### src/hw/gfx_pkg.sv
package gfx_pkg;

    localparam int LINE_W = 240;     // Visible pixels per line.
    localparam int IDX_W = 8;
    localparam int COLOR_W = 15;     // Three 5-bit channels.

    // Alpha coefficients are in sixteenths.
    localparam int BLD_SHIFT = 4;
    localparam int EV_MAX = 16;
    localparam int CH_MAX = 31;      // Largest value of one color channel.

    // BLDCNT bits 7:6 select the special effect.
    localparam logic [1:0] BLD_MODE_ALPHA = 2'b01;

    // One 32-bit VRAM word holds eight 4 bpp or four 8 bpp pixel indices.
    // Element 0 of either view is the leftmost pixel on screen.
    typedef union packed {
        logic [7:0][3:0] p4;
        logic [3:0][7:0] p8;
    } vram_word_u;

endpackage
### src/hw/gfx_if.sv
`timescale 1ns/1ps

// Index pairs from the background fetch into the line store.
interface line_wr_if;
    import gfx_pkg::*;

    logic             wr_en;
    logic [7:0]       wr_x;
    logic [IDX_W-1:0] wr_idx0;    // BG0 palette index.
    logic [IDX_W-1:0] wr_idx1;    // BG1 palette index.

    modport src (
        output wr_en,
        output wr_x,
        output wr_idx0,
        output wr_idx1
    );

    modport dst (
        input  wr_en,
        input  wr_x,
        input  wr_idx0,
        input  wr_idx1
    );
endinterface


### src/hw/bg_fetch.sv
`timescale 1ns/1ps

module bg_fetch #(
    parameter int LINE_W = gfx_pkg::LINE_W
) (
    input  logic                clock,
    input  logic                rst_n,
    input  logic                line_start,
    input  logic [7:0]          vcount,
    input  logic [15:0]         dispcnt,
    input  logic [15:0]         bg0cnt,
    input  logic [15:0]         bg1cnt,
    input  logic [15:0]         bg0hofs,
    input  logic [15:0]         bg1hofs,
    input  logic [15:0]         bg0vofs,
    input  logic [15:0]         bg1vofs,
    input  gfx_pkg::vram_word_u vram_data0,
    input  gfx_pkg::vram_word_u vram_data1,
    output logic [15:0]         vram_addr0,
    output logic [15:0]         vram_addr1,
    line_wr_if.src              wr
);
    import gfx_pkg::*;

    logic [15:0]      cnt_in [2];
    logic [15:0]      hofs_in [2];
    logic [15:0]      vofs_in [2];
    vram_word_u       data_in [2];

    logic             active;
    logic [7:0]       col;
    logic [7:0]       row_q [2];
    logic [7:0]       hofs_q [2];
    logic [1:0]       bpp8_q;
    logic [1:0]       en_q;

    logic [7:0]       px [2];
    logic [15:0]      addr [2];

    logic             d_valid;
    logic [7:0]       d_x;
    logic [2:0]       d_sub [2];
    logic [IDX_W-1:0] idx [2];

    // Layer 0 is BG0 on VRAM port 0, layer 1 is BG1 on port 1.
    assign cnt_in[0] = bg0cnt;
    assign cnt_in[1] = bg1cnt;
    assign hofs_in[0] = bg0hofs;
    assign hofs_in[1] = bg1hofs;
    assign vofs_in[0] = bg0vofs;
    assign vofs_in[1] = bg1vofs;
    assign data_in[0] = vram_data0;
    assign data_in[1] = vram_data1;

    always_ff @(posedge clock or negedge rst_n) begin
        if (!rst_n) begin
            active <= 1'b0;
            col <= '0;
            bpp8_q <= '0;
            en_q <= '0;
            for (int l = 0; l < 2; l++) begin
                row_q[l] <= '0;
                hofs_q[l] <= '0;
            end
        end else if (line_start) begin
            active <= 1'b1;
            col <= '0;
            for (int l = 0; l < 2; l++) begin
                row_q[l] <= vcount + vofs_in[l][7:0];   // Wraps at 256.
                hofs_q[l] <= hofs_in[l][7:0];
                bpp8_q[l] <= cnt_in[l][7];
                en_q[l] <= dispcnt[8 + l];
            end
        end else if (active) begin
            if (col == 8'(LINE_W - 1)) begin
                active <= 1'b0;
            end else begin
                col <= col + 8'd1;
            end
        end
    end

    always_comb begin
        for (int l = 0; l < 2; l++) begin
            px[l] = col + hofs_q[l];
            if (bpp8_q[l]) begin
                addr[l] = {2'b00, row_q[l], px[l][7:2]};    // 64 words per row.
            end else begin
                addr[l] = {3'b000, row_q[l], px[l][7:3]};   // 32 words per row.
            end
        end
    end

    assign vram_addr0 = addr[0];
    assign vram_addr1 = addr[1];

    always_ff @(posedge clock or negedge rst_n) begin
        if (!rst_n) begin
            d_valid <= 1'b0;
        end else begin
            d_valid <= active;
        end
    end

    // The column travels with the request so the word can be split on return.
    always_ff @(posedge clock) begin
        d_x <= col;
        for (int l = 0; l < 2; l++) begin
            d_sub[l] <= px[l][2:0];
        end
    end

    always_comb begin
        for (int l = 0; l < 2; l++) begin
            if (!en_q[l]) begin
                idx[l] = '0;
            end else if (bpp8_q[l]) begin
                idx[l] = data_in[l].p8[d_sub[l][1:0]];
            end else begin
                idx[l] = IDX_W'(data_in[l].p4[d_sub[l]]);
            end
        end
    end

    assign wr.wr_en = d_valid;
    assign wr.wr_x = d_x;
    assign wr.wr_idx0 = idx[0];
    assign wr.wr_idx1 = idx[1];

endmodule

### src/flat_wrapper.sv
// flat-port wrapper written by rule: the top's interface ports become plain ports
module bg_fetch_flat import gfx_pkg::*;
#(
    parameter int LINE_W = gfx_pkg::LINE_W
)
  (clock, rst_n, line_start, vcount, dispcnt, bg0cnt, bg1cnt, bg0hofs, bg1hofs, bg0vofs, bg1vofs, vram_data0, vram_data1, vram_addr0, vram_addr1, wr_wr_en, wr_wr_x, wr_wr_idx0, wr_wr_idx1);
  line_wr_if wr_i ();
  input  logic clock;
  input  logic rst_n;
  input  logic line_start;
  input  logic [7:0] vcount;
  input  logic [15:0] dispcnt;
  input  logic [15:0] bg0cnt;
  input  logic [15:0] bg1cnt;
  input  logic [15:0] bg0hofs;
  input  logic [15:0] bg1hofs;
  input  logic [15:0] bg0vofs;
  input  logic [15:0] bg1vofs;
  input  gfx_pkg::vram_word_u vram_data0;
  input  gfx_pkg::vram_word_u vram_data1;
  output logic [15:0] vram_addr0;
  output logic [15:0] vram_addr1;
  output wire logic [$bits(wr_i.wr_en)-1:0] wr_wr_en;
  output wire logic [$bits(wr_i.wr_x)-1:0] wr_wr_x;
  output wire logic [$bits(wr_i.wr_idx0)-1:0] wr_wr_idx0;
  output wire logic [$bits(wr_i.wr_idx1)-1:0] wr_wr_idx1;
  assign wr_wr_en = wr_i.wr_en;
  assign wr_wr_x = wr_i.wr_x;
  assign wr_wr_idx0 = wr_i.wr_idx0;
  assign wr_wr_idx1 = wr_i.wr_idx1;
  bg_fetch #(.LINE_W(LINE_W)) u_core (.clock(clock), .rst_n(rst_n), .line_start(line_start), .vcount(vcount), .dispcnt(dispcnt), .bg0cnt(bg0cnt), .bg1cnt(bg1cnt), .bg0hofs(bg0hofs), .bg1hofs(bg1hofs), .bg0vofs(bg0vofs), .bg1vofs(bg1vofs), .vram_data0(vram_data0), .vram_data1(vram_data1), .vram_addr0(vram_addr0), .vram_addr1(vram_addr1), .wr(wr_i));
endmodule
### config.mk
export PLATFORM = sky130hd
export DESIGN_NAME = bg_fetch_flat
export DESIGN_NICKNAME = d
export VERILOG_FILES = /design/src/hw/gfx_pkg.sv /design/src/hw/gfx_if.sv /design/src/hw/bg_fetch.sv /design/src/flat_wrapper.sv
export SDC_FILE = /design/constraint.sdc
export NUM_CORES = 1
export LEC_CHECK = 0
export ABC_AREA = 1
export BUFFER_PORTS_ARGS = -buffer_cell sky130_fd_sc_hd__buf_2
export CORE_MARGIN = 1
export CORE_UTILIZATION = 51
export CTS_CLUSTER_DIAMETER = 50
export DETAILED_ROUTE_END_ITERATION = 10
export PLACE_DENSITY = 0.95
export REMOVE_ABC_BUFFERS = 1
export SETUP_SLACK_MARGIN = 0.3
export SLEW_MARGIN = 0
export SYNTH_ARGS = -nofsm -noshare
export SYNTH_HDL_FRONTEND = slang
export SYNTH_SLANG_ARGS = --single-unit
export TNS_END_PERCENT = 5
### constraint.sdc
create_clock -name clock -period 4.7 [get_ports clock]
set_input_delay 0.705 -clock clock [delete_from_list [all_inputs] [get_ports clock]]
set_output_delay 0.705 -clock clock [all_outputs]
set_load 0.01 [all_outputs]
# Word-level counts from Yosys, hierarchy flattened
# Memory sizes are Yosys's and may differ from the RTL's.
# Index checks and enable logic that the tools add are counted.
# W data, S select, Z words.
[totals]
output_inout_bits = 57
rom_bits = 0
wordCells = 44
memories = 1
latch_bits = 0
input_bits = 187
ram_bits = 6
reg_bits = 54
[mem_list]
columns = ["memory", "depth", "width", "read_ports", "rd_clocked_by_memory_dff", "wr", "line_no", "rtl"]
rows = [
  ["u_core.d_sub", 2, 3, 2, 0, 2, "bg_fetch.sv:42", "logic [2:0] d_sub [2];"],
]
[classes]
n_eq_ne = 2
magnitude_cmp = 4
div = 0
multipliers = 0
n_reduce_logical = 2
n_shift = 0
muxes = 20
n_addsub = 5
bitwise_logic = 0
[op_table]
columns = ["cell", "n"]
rows = [
  ["$mux W8", 9],
  ["$add A8 B8 Y8", 4],
  ["$bmux W8 S2", 2],
  ["$mux W14", 2],
  ["$bmux W4 S3", 2],
  ["$add A8 B1 Y8 const B", 1],
  ["$eq A8 B8 Y1 const B", 1],
  ["$lt A3 B4 Y1 const B", 2],
  ["$mux W4", 2],
  ["$lt A2 B3 Y1 const B", 2],
  ["$mux W1", 3],
  ["$ne A2 B2 Y1 const B", 1],
  ["$reduce_and A2 Y1", 1],
  ["$reduce_bool A2 Y1", 1],
]

# Longest topological paths before layout
# Gate-level depths: netlist of run 1.
# An unclocked memory read counts as a cell.
[depth]
depth_word = 5
mapped_depth = 11
ltp_nobuf = 11

# Least setup slack after synthesis of run 1
# OpenSTA, ideal clock, no wires.
[synth_timing]
path_type = "reg2out"
start = "register u_core.col[0]"
end = "output port vram_addr0[1]"
t_required_ps = 3995
n_path_buf = 0
path_stages_with_launch = 8
arrival_ps = 1725
setup_slack_ps = 2270
path_cell_list = "dfrtp_1 ha_1 fa_1 nand3_1 nand2_1 or2_2 nand3_1 o21ai_0"
[synth_between]
elab_chain_len = 2
[synth_rtl]
columns = ["item", "line_no", "rtl"]
rows = [
  ["start, declared", "bg_fetch.sv:31", "logic [7:0] col;"],
  ["start signal, assigned", "bg_fetch.sv:78", "col <= col + 8'd1;"],
  ["$add A8 B8 Y8", "bg_fetch.sv:85", "px[l] = col + hofs_q[l];"],
  ["$mux W14", "bg_fetch.sv:86", "if (bpp8_q[l]) begin"],
  ["end, declared", "flat_wrapper.sv:21", "output logic [15:0] vram_addr0;"],
]
# Every way passes these cells.

==> results of run 1 <==
power by group through the flow:
stage / sequential, uW / clock, uW / combinational [uW]
5_1_grt: 666 / 574 / 685
3_5_place_dp: 663 / 0 / 595
4_1_cts: 653 / 550 / 602
2_1_floorplan: 638 / 0 / 391
6_report: 656 / 545 / 607
3_3_place_gp: 661 / 0 / 579
cell usage in the layout (no fill, tap or decap), drive strengths merged:
cell and n:
a211oi 6, a21oi 38, a311oi 2, and2 2, buf 163, bufinv 2
clkbuf 13, clkinv 4, clkinvlp 1, conb 4, dfrtp 46, dfxtp 14
fa 4, ha 29, inv 58, nand2 299, nand3 117, nand3b 10
nor2 19, nor3 3, o21ai 33, o21bai 2, o22ai 4, or2 7
xnor2 5, xor2 3
sequential cells by signal, indices dropped and copies added, names as in the netlist:
name,flops
u_core.hofs_q,16
u_core.row_q,16
u_core.col,8
u_core.wr.wr_x,8
u_core.d_sub,6
u_core.bpp8_q,2
u_core.en_q,2
u_core.active,1
u_core.wr.wr_en,1
critical path, delay by kind of cell, from the launching register on:
| family | cells | cell delay, ps |
|---|---|---|
| flops | 1 | 930 |
| buf+inv | 2 | 520 |
| simple gates | 5 | 490 |
| compound gates | 1 | 110 |
how the worst min path moves through the flow:
stage | slack, ps | end | cells after the start | startpoint
6_report | 480 | u_core.hofs_q[12] | 2 | u_core.hofs_q[12]
5_1_grt | 510 | u_core.hofs_q[7] | 2 | u_core.hofs_q[7]
4_1_cts | 480 | u_core.hofs_q[14] | 2 | u_core.hofs_q[14]
3_5_place_dp | 470 | u_core.hofs_q[14] | 2 | u_core.hofs_q[14]
3_3_place_gp | 460 | u_core.hofs_q[14] | 2 | u_core.hofs_q[14]
2_1_floorplan | 410 | u_core.active | 0 | rst_n
logic make-up (layout without fill, tap and decap cells):
group | after synthesis | count (layout)
buf+inv | 96 | 241
fa+ha+maj | 33 | 33
simple gates | 457 | 457
other cells | 1 | 4
flops | 60 | 60
xor+xnor | 8 | 8
compound gates | 85 | 85
area by class of cell:
class                   instances  share of cell area (%)
clock buffers                  13                    2.90
inverters                      62                    4.20
flip-flops and latches         60                    24.6
multi-input cells             587                    50.7
well taps                     111                    2.39
repair buffers                163                    14.0
clock inverters                 3                    1.16
metal layers:
metal	vias to the layer above	routed length, um	global-route usage, %	share of wire [%]
met5	-	0	0	0
met4	0	286	11.0	2.1
met3	32	1250	6.18	9.2
met2	274	6320	45.8	47
met1	2367	5670	35.4	42
li1	2684	-	-	-
metrics by stage:
| step | hold slack (ps) | power, uW | instances |
|---|---|---|---|
| 2_1_floorplan | 409 | 1030 | 709 |
| 3_3_place_gp | 462 | 1240 | 983 |
| 3_5_place_dp | 467 | 1260 | 983 |
| 4_1_cts | 481 | 1810 | 999 |
| 5_1_grt | 507 | 1920 | 999 |
| 6_report | 482 | 1810 | 999 |
==> summary.txt, run 1 <==
Detailed routing
  • Initial DRC Count: 394
  • Routed Antenna Nets: 0
  • Vias per std cell: 5.36
  • Vias: 5,357
  • Drt pass-1 iters: 5
  • WL per Instance: 13.5 um
  • # DRC: 0
  • Drt total wl: 13,500 um

Synthesis
  • Synth Area in Adders: 9.15%
  • Main combinational cell family by area after synthesis: simple AND/OR/NAND/NOR gates
  • Ys async rst share: 76.7%
  • Synth Cell Area: just under 0.005 sq mm
  • Synth area leaders: dfrtp_1 (24%), nand2_1 (23%), nand3_1 (12%)
  • Share of the synthesized area in the top cell type: a little under a quarter
  • Synthesis-stage register bit count: 60
  • Mapped Cells: 740
  • Compound-Gate Fraction of Synth Area: ~9.6%
  • Synth top cells by count: nand2_1 (297), nand3_1 (116), inv_1 (57)
  • Post-synth EDFFs: 0
  • Synthesized area per cell: approximately 6.5 sq um
  • Post-Synth XOR/XNOR Area: under 10%
  • Top FF cell, synth: dfrtp_1
  • Post-Synth Simple-Gate Area: just over 40%
  • Synth area leader: dfrtp_1
  • Library cells used by synthesis: 36
  • Mux share of post-synthesis cell area: 0%
  • Yosys Warn Count: 0
  • Top-count cell post-synth: nand2_1
  • Sequential share of the synthesized area: 29.6%

Critical path
  • FF-to-FF End: u_core.col[4]
  • CP peak stage delay: 930 ps
  • Critical path class: reg2out
  • FF-to-FF path depth: 7
  • Critical path endpoint: wr_wr_idx1[0]
  • CP startpoint: u_core.d_sub[0][3]
  • WP data required: 3990 ps
  • Worst-path cell chain: clkinv_4, nand2_1, nand3_1, nand3_1, nand2_1, nand2_1, a21oi_1, buf_2
  • Slowest-stage cell, CP: dfxtp_1
  • Most frequent CP cell: nand2_1
  • R2r setup slk: 2920 ps
  • Worst path arrival time: 2390 ps
  • RR Startpoint: u_core.col[1]
  • CP startpoint kind: flop
  • CP Capture Type: output port
  • Crit path max fanout: 25

Status
  • Status: finished, final reports clean

STA
  • Setup violators final: 0
  • Hold Fails Final Rpt: 0
  • Fin crit share: about two thirds
  • Worst-Margin Slew: 1050 ps
  • Tmin final: between 3000 and 4000 ps
  • Unrepaired setup endpoints after global routing: no
  • Worst Slack Setup Final: between 1500 and 2000 ps
  • Fin Setup TNS: 0 ps
  • Worst Skew: slightly below 4 ps
  • Fmax: about 0.32 GHz
  • Headroom to the max-slew limit: between 20 and 30%
  • Max-slew violation count: 0

Cells and area
  • Register area: 0.00143 sq mm
  • Antenna diodes: 0
  • Layout cells sized above 1: 21.8%
  • Core Util, Final: 63.2%
  • Fillers: between 800 and 900
  • NumNets Final: roughly 1,100
  • Cell area after layout: 0.00582 sq mm
  • Multi-input gate area: about 0.0029 sq mm
  • Area grow syn2layout: 20.2%

Min path
  • Worst hold path type: reg2reg

Global route
  • Initial antenna violation count: 1
  • First-pass GRT wire length: 22,100 um
  • GRT overflow: 0
  • Largest net degree at the start of global routing: 49
  • GRT Util Overall: 27.7%
  • Vias in the first global route: between 4,000 and 5,000

Power
  • Pwr Density: 311 mW/mm^2
  • Worst VDD drop: between 150 and 200 uV
  • Sw frac: 36.2%
  • LEAKAGE: 0.00331 uW
  • Sequential fraction of design power: about 36%
  • Combinational fraction of design power: 33.6%
  • Int Pwr: 1150 uW
  • Switching pwr: about 650 uW
  • Clk pwr share: 30.1%

Floorplan
  • Die Ht: 99.4 um
  • # IOs: approximately 240
  • Starting density of the core: 52.6%
  • Die W: 99.4 um
  • DIE AREA: 0.00988 sq mm
  • Placeable Area: 0.00920 sq mm
  • # rows: 35

Clock network
  • TritonCTS clock tree: done
  • Clock slew at reported path FFs: 70 ps
  • PostCTS Resize Cnt: 0
  • Clock Path Buffers: 2
  • H-tree depth: 3
  • Num CTS Buffers: 9
  • Post-CTS Setup Bufs: 0
  • Clk_lat worst skew: 330 ps
  • Hold-fix buffers at CTS: 0
  • Root buf cell: clkbuf_8
  • # clock sinks: 60

Run
  • Max-cap viol count: 0

Placed design
  • GP Congestion: 0.891
  • I/O Buffers: 163
  • Hpwl dp: 10,200 um
  • Pre-CTS setup slack: approximately 1500 ps
  • DP Area: 0.00558 sq mm
No activity file was read; power rests on OpenSTA's default activity.
==> run 2, diff against run 1 <==
--- a/config.mk
+++ b/config.mk
@@ -8,10 +8,10 @@
 export ABC_AREA = 1
 export BUFFER_PORTS_ARGS = -buffer_cell sky130_fd_sc_hd__buf_2
 export CORE_MARGIN = 1
-export CORE_UTILIZATION = 51
+export CORE_UTILIZATION = 47
 export CTS_CLUSTER_DIAMETER = 50
 export DETAILED_ROUTE_END_ITERATION = 10
-export PLACE_DENSITY = 0.95
+export PLACE_DENSITY = 0.93
 export REMOVE_ABC_BUFFERS = 1
 export SETUP_SLACK_MARGIN = 0.3
 export SLEW_MARGIN = 0
==> constraint.sdc (replaced) <==
create_clock -name clock -period 3.2 [get_ports clock]
set_input_delay 0.48 -clock clock [delete_from_list [all_inputs] [get_ports clock]]
set_output_delay 0.48 -clock clock [all_outputs]
set_load 0.01 [all_outputs]
==> run 2 against run 1 <==
Against the previous run:
- non-clock buffer count is 9 higher
- wire length is 1.7% lower
- setup slack worse by 1100 ps
- utilization is 3.7 points lower
- clock power is 22% higher
- critical path depth stayed put
- clock skew is 0.55 ps lower
- global-route usage is 2.3 points lower
- sequential power is 38% higher
- total power is 40% higher
- critical path type unchanged
- critical endpoint is now vram_addr1[1]
==> summary.txt, run 2 (synthesis results as in run 1) <==
STA
  • Fmax: 0.366 GHz
  • Hold Fails Final Rpt: 0 (unchanged)
  • Worst-Margin Slew: 1050 ps (-1.14 ps)
  • Fin crit share: 85.5%
  • Worst Slack Setup Final: 465 ps (-1140 ps)
  • Fin Setup TNS: 0 ps (unchanged)
  • Setup violators final: 0 (unchanged)
  • Tmin final: about 2700 ps
  • Headroom to the max-slew limit: 30.0% (+0.076 points)
  • Unrepaired setup endpoints after global routing: no
  • Worst Skew: 3.42 ps (-0.554 ps)
  • Max-slew violation count: 0 (unchanged)

Critical path
  • WP data required: 2720 ps (-1270 ps)
  • CP startpoint: u_core.col[0]
  • CP startpoint kind: flop
  • CP Capture Type: output port
  • Critical path class: reg2out
  • FF-to-FF path depth: 7 (unchanged)
  • RR Startpoint: u_core.col[1]
  • Crit path max fanout: 6 (-76%)
  • Worst path arrival time: 2250 ps (-140 ps)

Global route
  • Met2 GRT Util: 41.1% (-4.7 points)
  • GRT Util Overall: 25.4% (-2.3 points)
  • First-pass GRT wire length: 21,300 um (-3.5%)
  • GRT Max-Usage Layer: met2
  • Vias in the first global route: 4,723 (-4.3%)
  • Largest net degree at the start of global routing: 48 (-2.0%)
  • Routing usage on met3: 6.72% (+0.54 points)
  • GRT overflow: 0 (unchanged)
  • M1 GR Usage: 33.7% (-1.7 points)
  • Initial antenna violation count: 2 (+1)

Cells and area
  • Fillers: 953 (+11%)
  • Multi-input gate area: 0.00295 sq mm (about the same)
  • Register area: 0.00143 sq mm (about the same)
  • Layout cells sized above 1: 23.0% (+1.1 points)
  • Commonest non-fill, non-tap cell in the layout: nand2_1
  • NumNets Final: 1,112 (+0.82%)
  • Most frequent cells in the layout: nand2_1 (297), buf_2 (163), nand3_1 (116)
  • Top Registers: u_core.hofs_q: 16 flops, u_core.row_q: 16 flops
  • Area grow syn2layout: 21.5%

Clock network
  • Clk_lat worst skew: 340 ps (about the same)
  • TritonCTS clock tree: done
  • Root buf cell: clkbuf_8
  • Clock slew at reported path FFs: 70 ps (about the same)
  • Num CTS Buffers: 9 (unchanged)
  • # clock sinks: 60 (unchanged)
  • H-tree depth: 3 (unchanged)
  • Clock Path Buffers: 2 (unchanged)

Min path
  • Worst hold path type: in2async

Power
  • Worst VDD drop: 282 uV (+76%)
  • LEAKAGE: 0.00333 uW (+0.65%)
  • Pwr Density: 432 mW/mm^2 (+39%)

Detailed routing
  • # DRC: 0 (unchanged)
  • Drt pass-1 iters: 5 (unchanged)
  • Vias: 5,329 (-0.52%)
  • Vias per std cell: 5.17 (-3.6%)
  • Drt total wl: 13,300 um (-1.7%)
  • Routed Antenna Nets: 0 (unchanged)
  • WL per Instance: 12.9 um (-4.8%)
  • Initial DRC Count: 348 (-12%)

Floorplan
  • Die W: 103 um (+4.1%)
  • Starting density of the core: 49.0% (-3.6 points)
  • Placeable Area: 0.00986 sq mm (+7.3%)
  • # IOs: 244 (unchanged)
  • Die Ht: 103 um (+4.1%)
  • DIE AREA: 0.0107 sq mm (+8.3%)
  • # rows: 36 (+2.9%)

Placed design
  • GP Congestion: 0.877 (-1.6%)
  • I/O Buffers: 163 (unchanged)
  • Pre-CTS setup slack: 791 ps (-747 ps)
  • Hpwl dp: 10,200 um (+0.42%)

Run
  • Max-cap viol count: 0 (unchanged)

Status
  • Status: finished, final reports clean
-- run 2: power by group --
part / switching (uW) / leakage [uW] / total (uW) / internal, uW
Clock: 318 / 0.0000965 / 665 / 347
Sequential: 74.8 / 0.000677 / 907 / 832
Combinational: 590 / 0.00255 / 966 / 376
Total: 982 / 0.00333 / 2540 / 1560
-- run 2: what timing repair did --
action | CTS | global route
hold buffers | 0 | 0
endpoints found under the hold margin | 0 | 0
buffers inserted | 0 | 1
gates resized for setup | 0 | 2
setup endpoints to repair | 0 | 1
-- run 2: per-stage QoR --
| step | area (sq um) | power (uW) | hold slack [ps] | utilization (%) | instances |
|---|---|---|---|---|---|
| final | 5880 | 2540 | 325 | 59.6 | 1031 |
| after global routing | 5870 | 2730 | 341 | 59.6 | 1030 |
| after CTS | 5860 | 2540 | 332 | 59.4 | 1029 |
| after detailed placement | 5670 | 1880 | 470 | 57.4 | 1013 |
| after global placement | 5670 | 1840 | 465 | 57.4 | 1013 |
| after floorplan | 4620 | 1510 | 184 | - | 709 |
-- run 2: layer usage --
layer	part of all wire, %	vias up
met5	0.15	-
met4	1.3	4
met1	44	2383
li1	-	2703
met2	46	212
met3	7.6	27
-- run 2: final cells by class --
| type | count | area share, % |
|---|---|---|
| diodes | 1 | 0.0426 |
| clock buffers | 11 | 2.77 |
| clock inverters | 5 | 0.575 |
| inverters | 62 | 4.15 |
| multi-input cells | 587 | 50.2 |
| flip-flops and latches | 60 | 24.4 |
| well taps | 133 | 2.83 |
| repair buffers | 172 | 15.0 |
-- run 2: path summary, 6_finish.rpt --
kind / end / slack [ps]
worst max-delay path: vram_addr1[1] / 470
worst min-delay path: u_core.hofs_q[0] / 330
worst max register to register: u_core.col[0] / 1540
worst min register to register: u_core.hofs_q[12] / 480
max in group asynchronous: u_core.col[0] / 2170
min in group clock: u_core.hofs_q[14] / 340
-- run 2: critical path, cell delays in order, from the launching register on --
cell,delay [ps]
dfrtp_2,460
ha_1,240
fa_1,460
nand3_1,100
nand2_1,80
or2_2,290
nand3_1,70
nand2_1,70
buf_2,140
==> run 3, diff against run 2 <==
--- a/config.mk
+++ b/config.mk
@@ -7,11 +7,13 @@
 export LEC_CHECK = 0
 export ABC_AREA = 1
 export BUFFER_PORTS_ARGS = -buffer_cell sky130_fd_sc_hd__buf_2
+export CELL_PAD_IN_SITES_DETAIL_PLACEMENT = 0
+export CELL_PAD_IN_SITES_GLOBAL_PLACEMENT = 2
 export CORE_MARGIN = 1
-export CORE_UTILIZATION = 47
+export CORE_UTILIZATION = 23
 export CTS_CLUSTER_DIAMETER = 50
 export DETAILED_ROUTE_END_ITERATION = 10
-export PLACE_DENSITY = 0.93
+export PLACE_DENSITY = 0.92
 export REMOVE_ABC_BUFFERS = 1
 export SETUP_SLACK_MARGIN = 0.3
 export SLEW_MARGIN = 0
==> run 3 against run 2 <==
Against the previous run:
- total power is 9.8% higher
- clock-buffer cell count up 2
- maximum frequency decreased by 1.1%
- clock skew up 2.2 ps
- sequential cell count did not move
- critical path type unchanged
- largest power group unchanged
==> summary.txt, run 3 (synthesis results as in run 1) <==
STA
  • Setup violators final: 0 (unchanged)
  • Fmax: 0.362 GHz (-1.1%)
  • Worst-Margin Slew: 791 ps (-259 ps)
  • Unrepaired setup endpoints after global routing: no
  • Hold Fails Final Rpt: 0 (unchanged)
  • Worst Skew: 5.65 ps (+2.23 ps)
  • Fin Setup TNS: 0 ps (unchanged)
  • Fin crit share: 86.4% (+0.98 points)
  • Headroom to the max-slew limit: 46.9% (+17 points)
  • Tmin final: 2770 ps (+31.2 ps)
  • Max-slew violation count: 0 (unchanged)

Clock network
  • TritonCTS clock tree: done
  • Clock Path Buffers: 2 (unchanged)
  • Clock slew at reported path FFs: 50 ps (-20 ps)
  • Num CTS Buffers: 9 (unchanged)
  • Clk_lat worst skew: 330 ps (about the same)
  • Hold-fix buffers at CTS: 0 (unchanged)
  • # clock sinks: 60 (unchanged)
  • H-tree depth: 3 (unchanged)
  • Root buf cell: clkbuf_16

Min path
  • Worst hold path type: in2async

Critical path
  • CP peak stage delay: 460 ps (about the same)
  • Worst-path cell chain: ha_1, fa_1, nand3_1, nand2_1, or2_2, nand3_1, o21ai_0, buf_2
  • Critical path class: reg2out
  • Critical path depth in cells: 8 (unchanged)
  • WP data required: 2720 ps (about the same)
  • CP bufs+invs: 1 (unchanged)
  • Worst path arrival time: 2290 ps (+40 ps)
  • CP startpoint kind: flop
  • Crit path max fanout: 6 (unchanged)
  • CP Capture Type: output port
  • Slowest-stage cell, CP: dfrtp_2
  • Most frequent CP cell: nand3_1
  • FF-to-FF path depth: 9 (+2)
  • Critical path's top delay family: adder cells

Power
  • Clk pwr share: 32.2% (+6.0 points)
  • Combinational fraction of design power: 35.0% (-3.1 points)
  • Final Power: 2790 uW (+9.8%)
  • Switching pwr: 1010 uW (+3.1%)
  • LEAKAGE: 0.00336 uW (+1.1%)
  • Sw frac: 36.3% (-2.4 points)
  • Pwr Density: 455 mW/mm^2 (+5.4%)
  • Sequential fraction of design power: 32.8% (-2.9 points)
  • Int Pwr: 1770 uW (+14%)
  • Worst VDD drop: 195 uV (-31%)

Global route
  • M1 GR Usage: 18.2% (-16 points)
  • GRT overflow: 0 (unchanged)
  • Routing usage on met3: 2.42% (-4.3 points)
  • GRT Max-Usage Layer: met2
  • First-pass GRT wire length: 25,000 um (+17%)
  • Initial antenna violation count: 1 (-1)
  • Largest net degree at the start of global routing: 48 (unchanged)
  • Vias in the first global route: 4,942 (+4.6%)
  • Met2 GRT Util: 25.4% (-16 points)
  • GRT Util Overall: 14.4% (-11 points)

Cells and area
  • Layout Cells excl Fill: 1,167 (+13%)
  • Most frequent cells in the layout: nand2_1 (297), buf_2 (163), nand3_1 (116)
  • Top Registers: u_core.hofs_q: 16 flops, u_core.row_q: 16 flops
  • Area grow syn2layout: 26.6%
  • NumNets Final: 1,111 (-0.090%)
  • Layout cells sized above 1: 22.5% (-0.42 points)
  • Commonest non-fill, non-tap cell in the layout: nand2_1
  • Fillers: 2,313 (+140%)

Floorplan
  • # rows: 52 (+44%)
  • # IOs: 244 (unchanged)
  • Placeable Area: 0.0204 sq mm (+110%)
  • DIE AREA: 0.0216 sq mm (+100%)
  • Die W: 147 um (+42%)
  • Starting density of the core: 23.7% (-25 points)
  • Die Ht: 147 um (+42%)

Detailed routing
  • WL per Instance: 13.0 um (+1.1%)
  • Vias per std cell: 4.44 (-14%)
  • Vias: 5,184 (-2.7%)
  • # DRC: 0 (unchanged)
  • Drt total wl: 15,200 um (+14%)
  • Drt pass-1 iters: 4 (-1)
  • Initial DRC Count: 201 (-42%)
  • Routed Antenna Nets: 0 (unchanged)

Placed design
  • Hpwl dp: 11,800 um (+15%)
  • I/O Buffers: 163 (unchanged)
  • Cell Count Post-Placement: 1,150 (+14%)
  • GP Congestion: 0.806 (-8.1%)

Run
  • Max-cap viol count: 0 (unchanged)

Status
  • Status: finished, final reports clean
run 3: per-layer routing:
metal | up-vias | part of all wire [%]
met2 | 101 | 50
li1 | 2701 | -
met3 | 12 | 3.4
met4 | 0 | 1.2
met1 | 2370 | 45
met5 | - | 0
run 3: layout make-up:
class | instances | area [sq um] | area share [%]
Clock buffer | 13 | 260 | 4.25
Tap cell | 270 | 338 | 5.52
Clock inverter | 3 | 21.3 | 0.347
Multi-Input combinational cell | 587 | 2950 | 48.2
Inverter | 62 | 244 | 3.98
Timing Repair Buffer | 171 | 876 | 14.3
Sequential cell | 60 | 1430 | 23.4
Antenna cell | 1 | 2.50 | 0.0409
run 3: what timing repair did:
action / 4_1_cts / 5_1_grt
setup buffers: 0 / 0
hold endpoints to repair: 0 / 0
setup endpoints to repair: 0 / 3
resized for setup: 0 / 1
run 3: per-stage QoR:
step | util, % | worst slack [ps] | hold slack (ps) | instance area [sq um]
after floorplan | - | 987 | 184 | 4620
after global routing | 30.0 | 314 | 285 | 6120
after CTS | 30.0 | 361 | 238 | 6120
after detailed placement | 28.6 | 726 | 468 | 5840
after global placement | 28.6 | 724 | 464 | 5840
final | 30.0 | 434 | 219 | 6120
run 3: power by group through the flow:
stage	sequential, uW	combinational (uW)	clock [uW]
2_1_floorplan	938	574	0
3_3_place_gp	927	982	0
3_5_place_dp	926	980	0
4_1_cts	913	985	926
5_1_grt	927	1110	956
6_report	914	975	897
run 3: final timing paths:
kind / from / endpoint / slack [ps]
max reg2reg: u_core.col[1] / u_core.col[5] / 1540
max: u_core.col[0] / vram_addr0[1] / 430
max in group asynchronous: rst_n / u_core.hofs_q[9] / 2260
min reg2reg: u_core.hofs_q[11] / u_core.hofs_q[11] / 480
min in group clock: bg0hofs[2] / u_core.hofs_q[10] / 350
min: rst_n / u_core.hofs_q[3] / 220
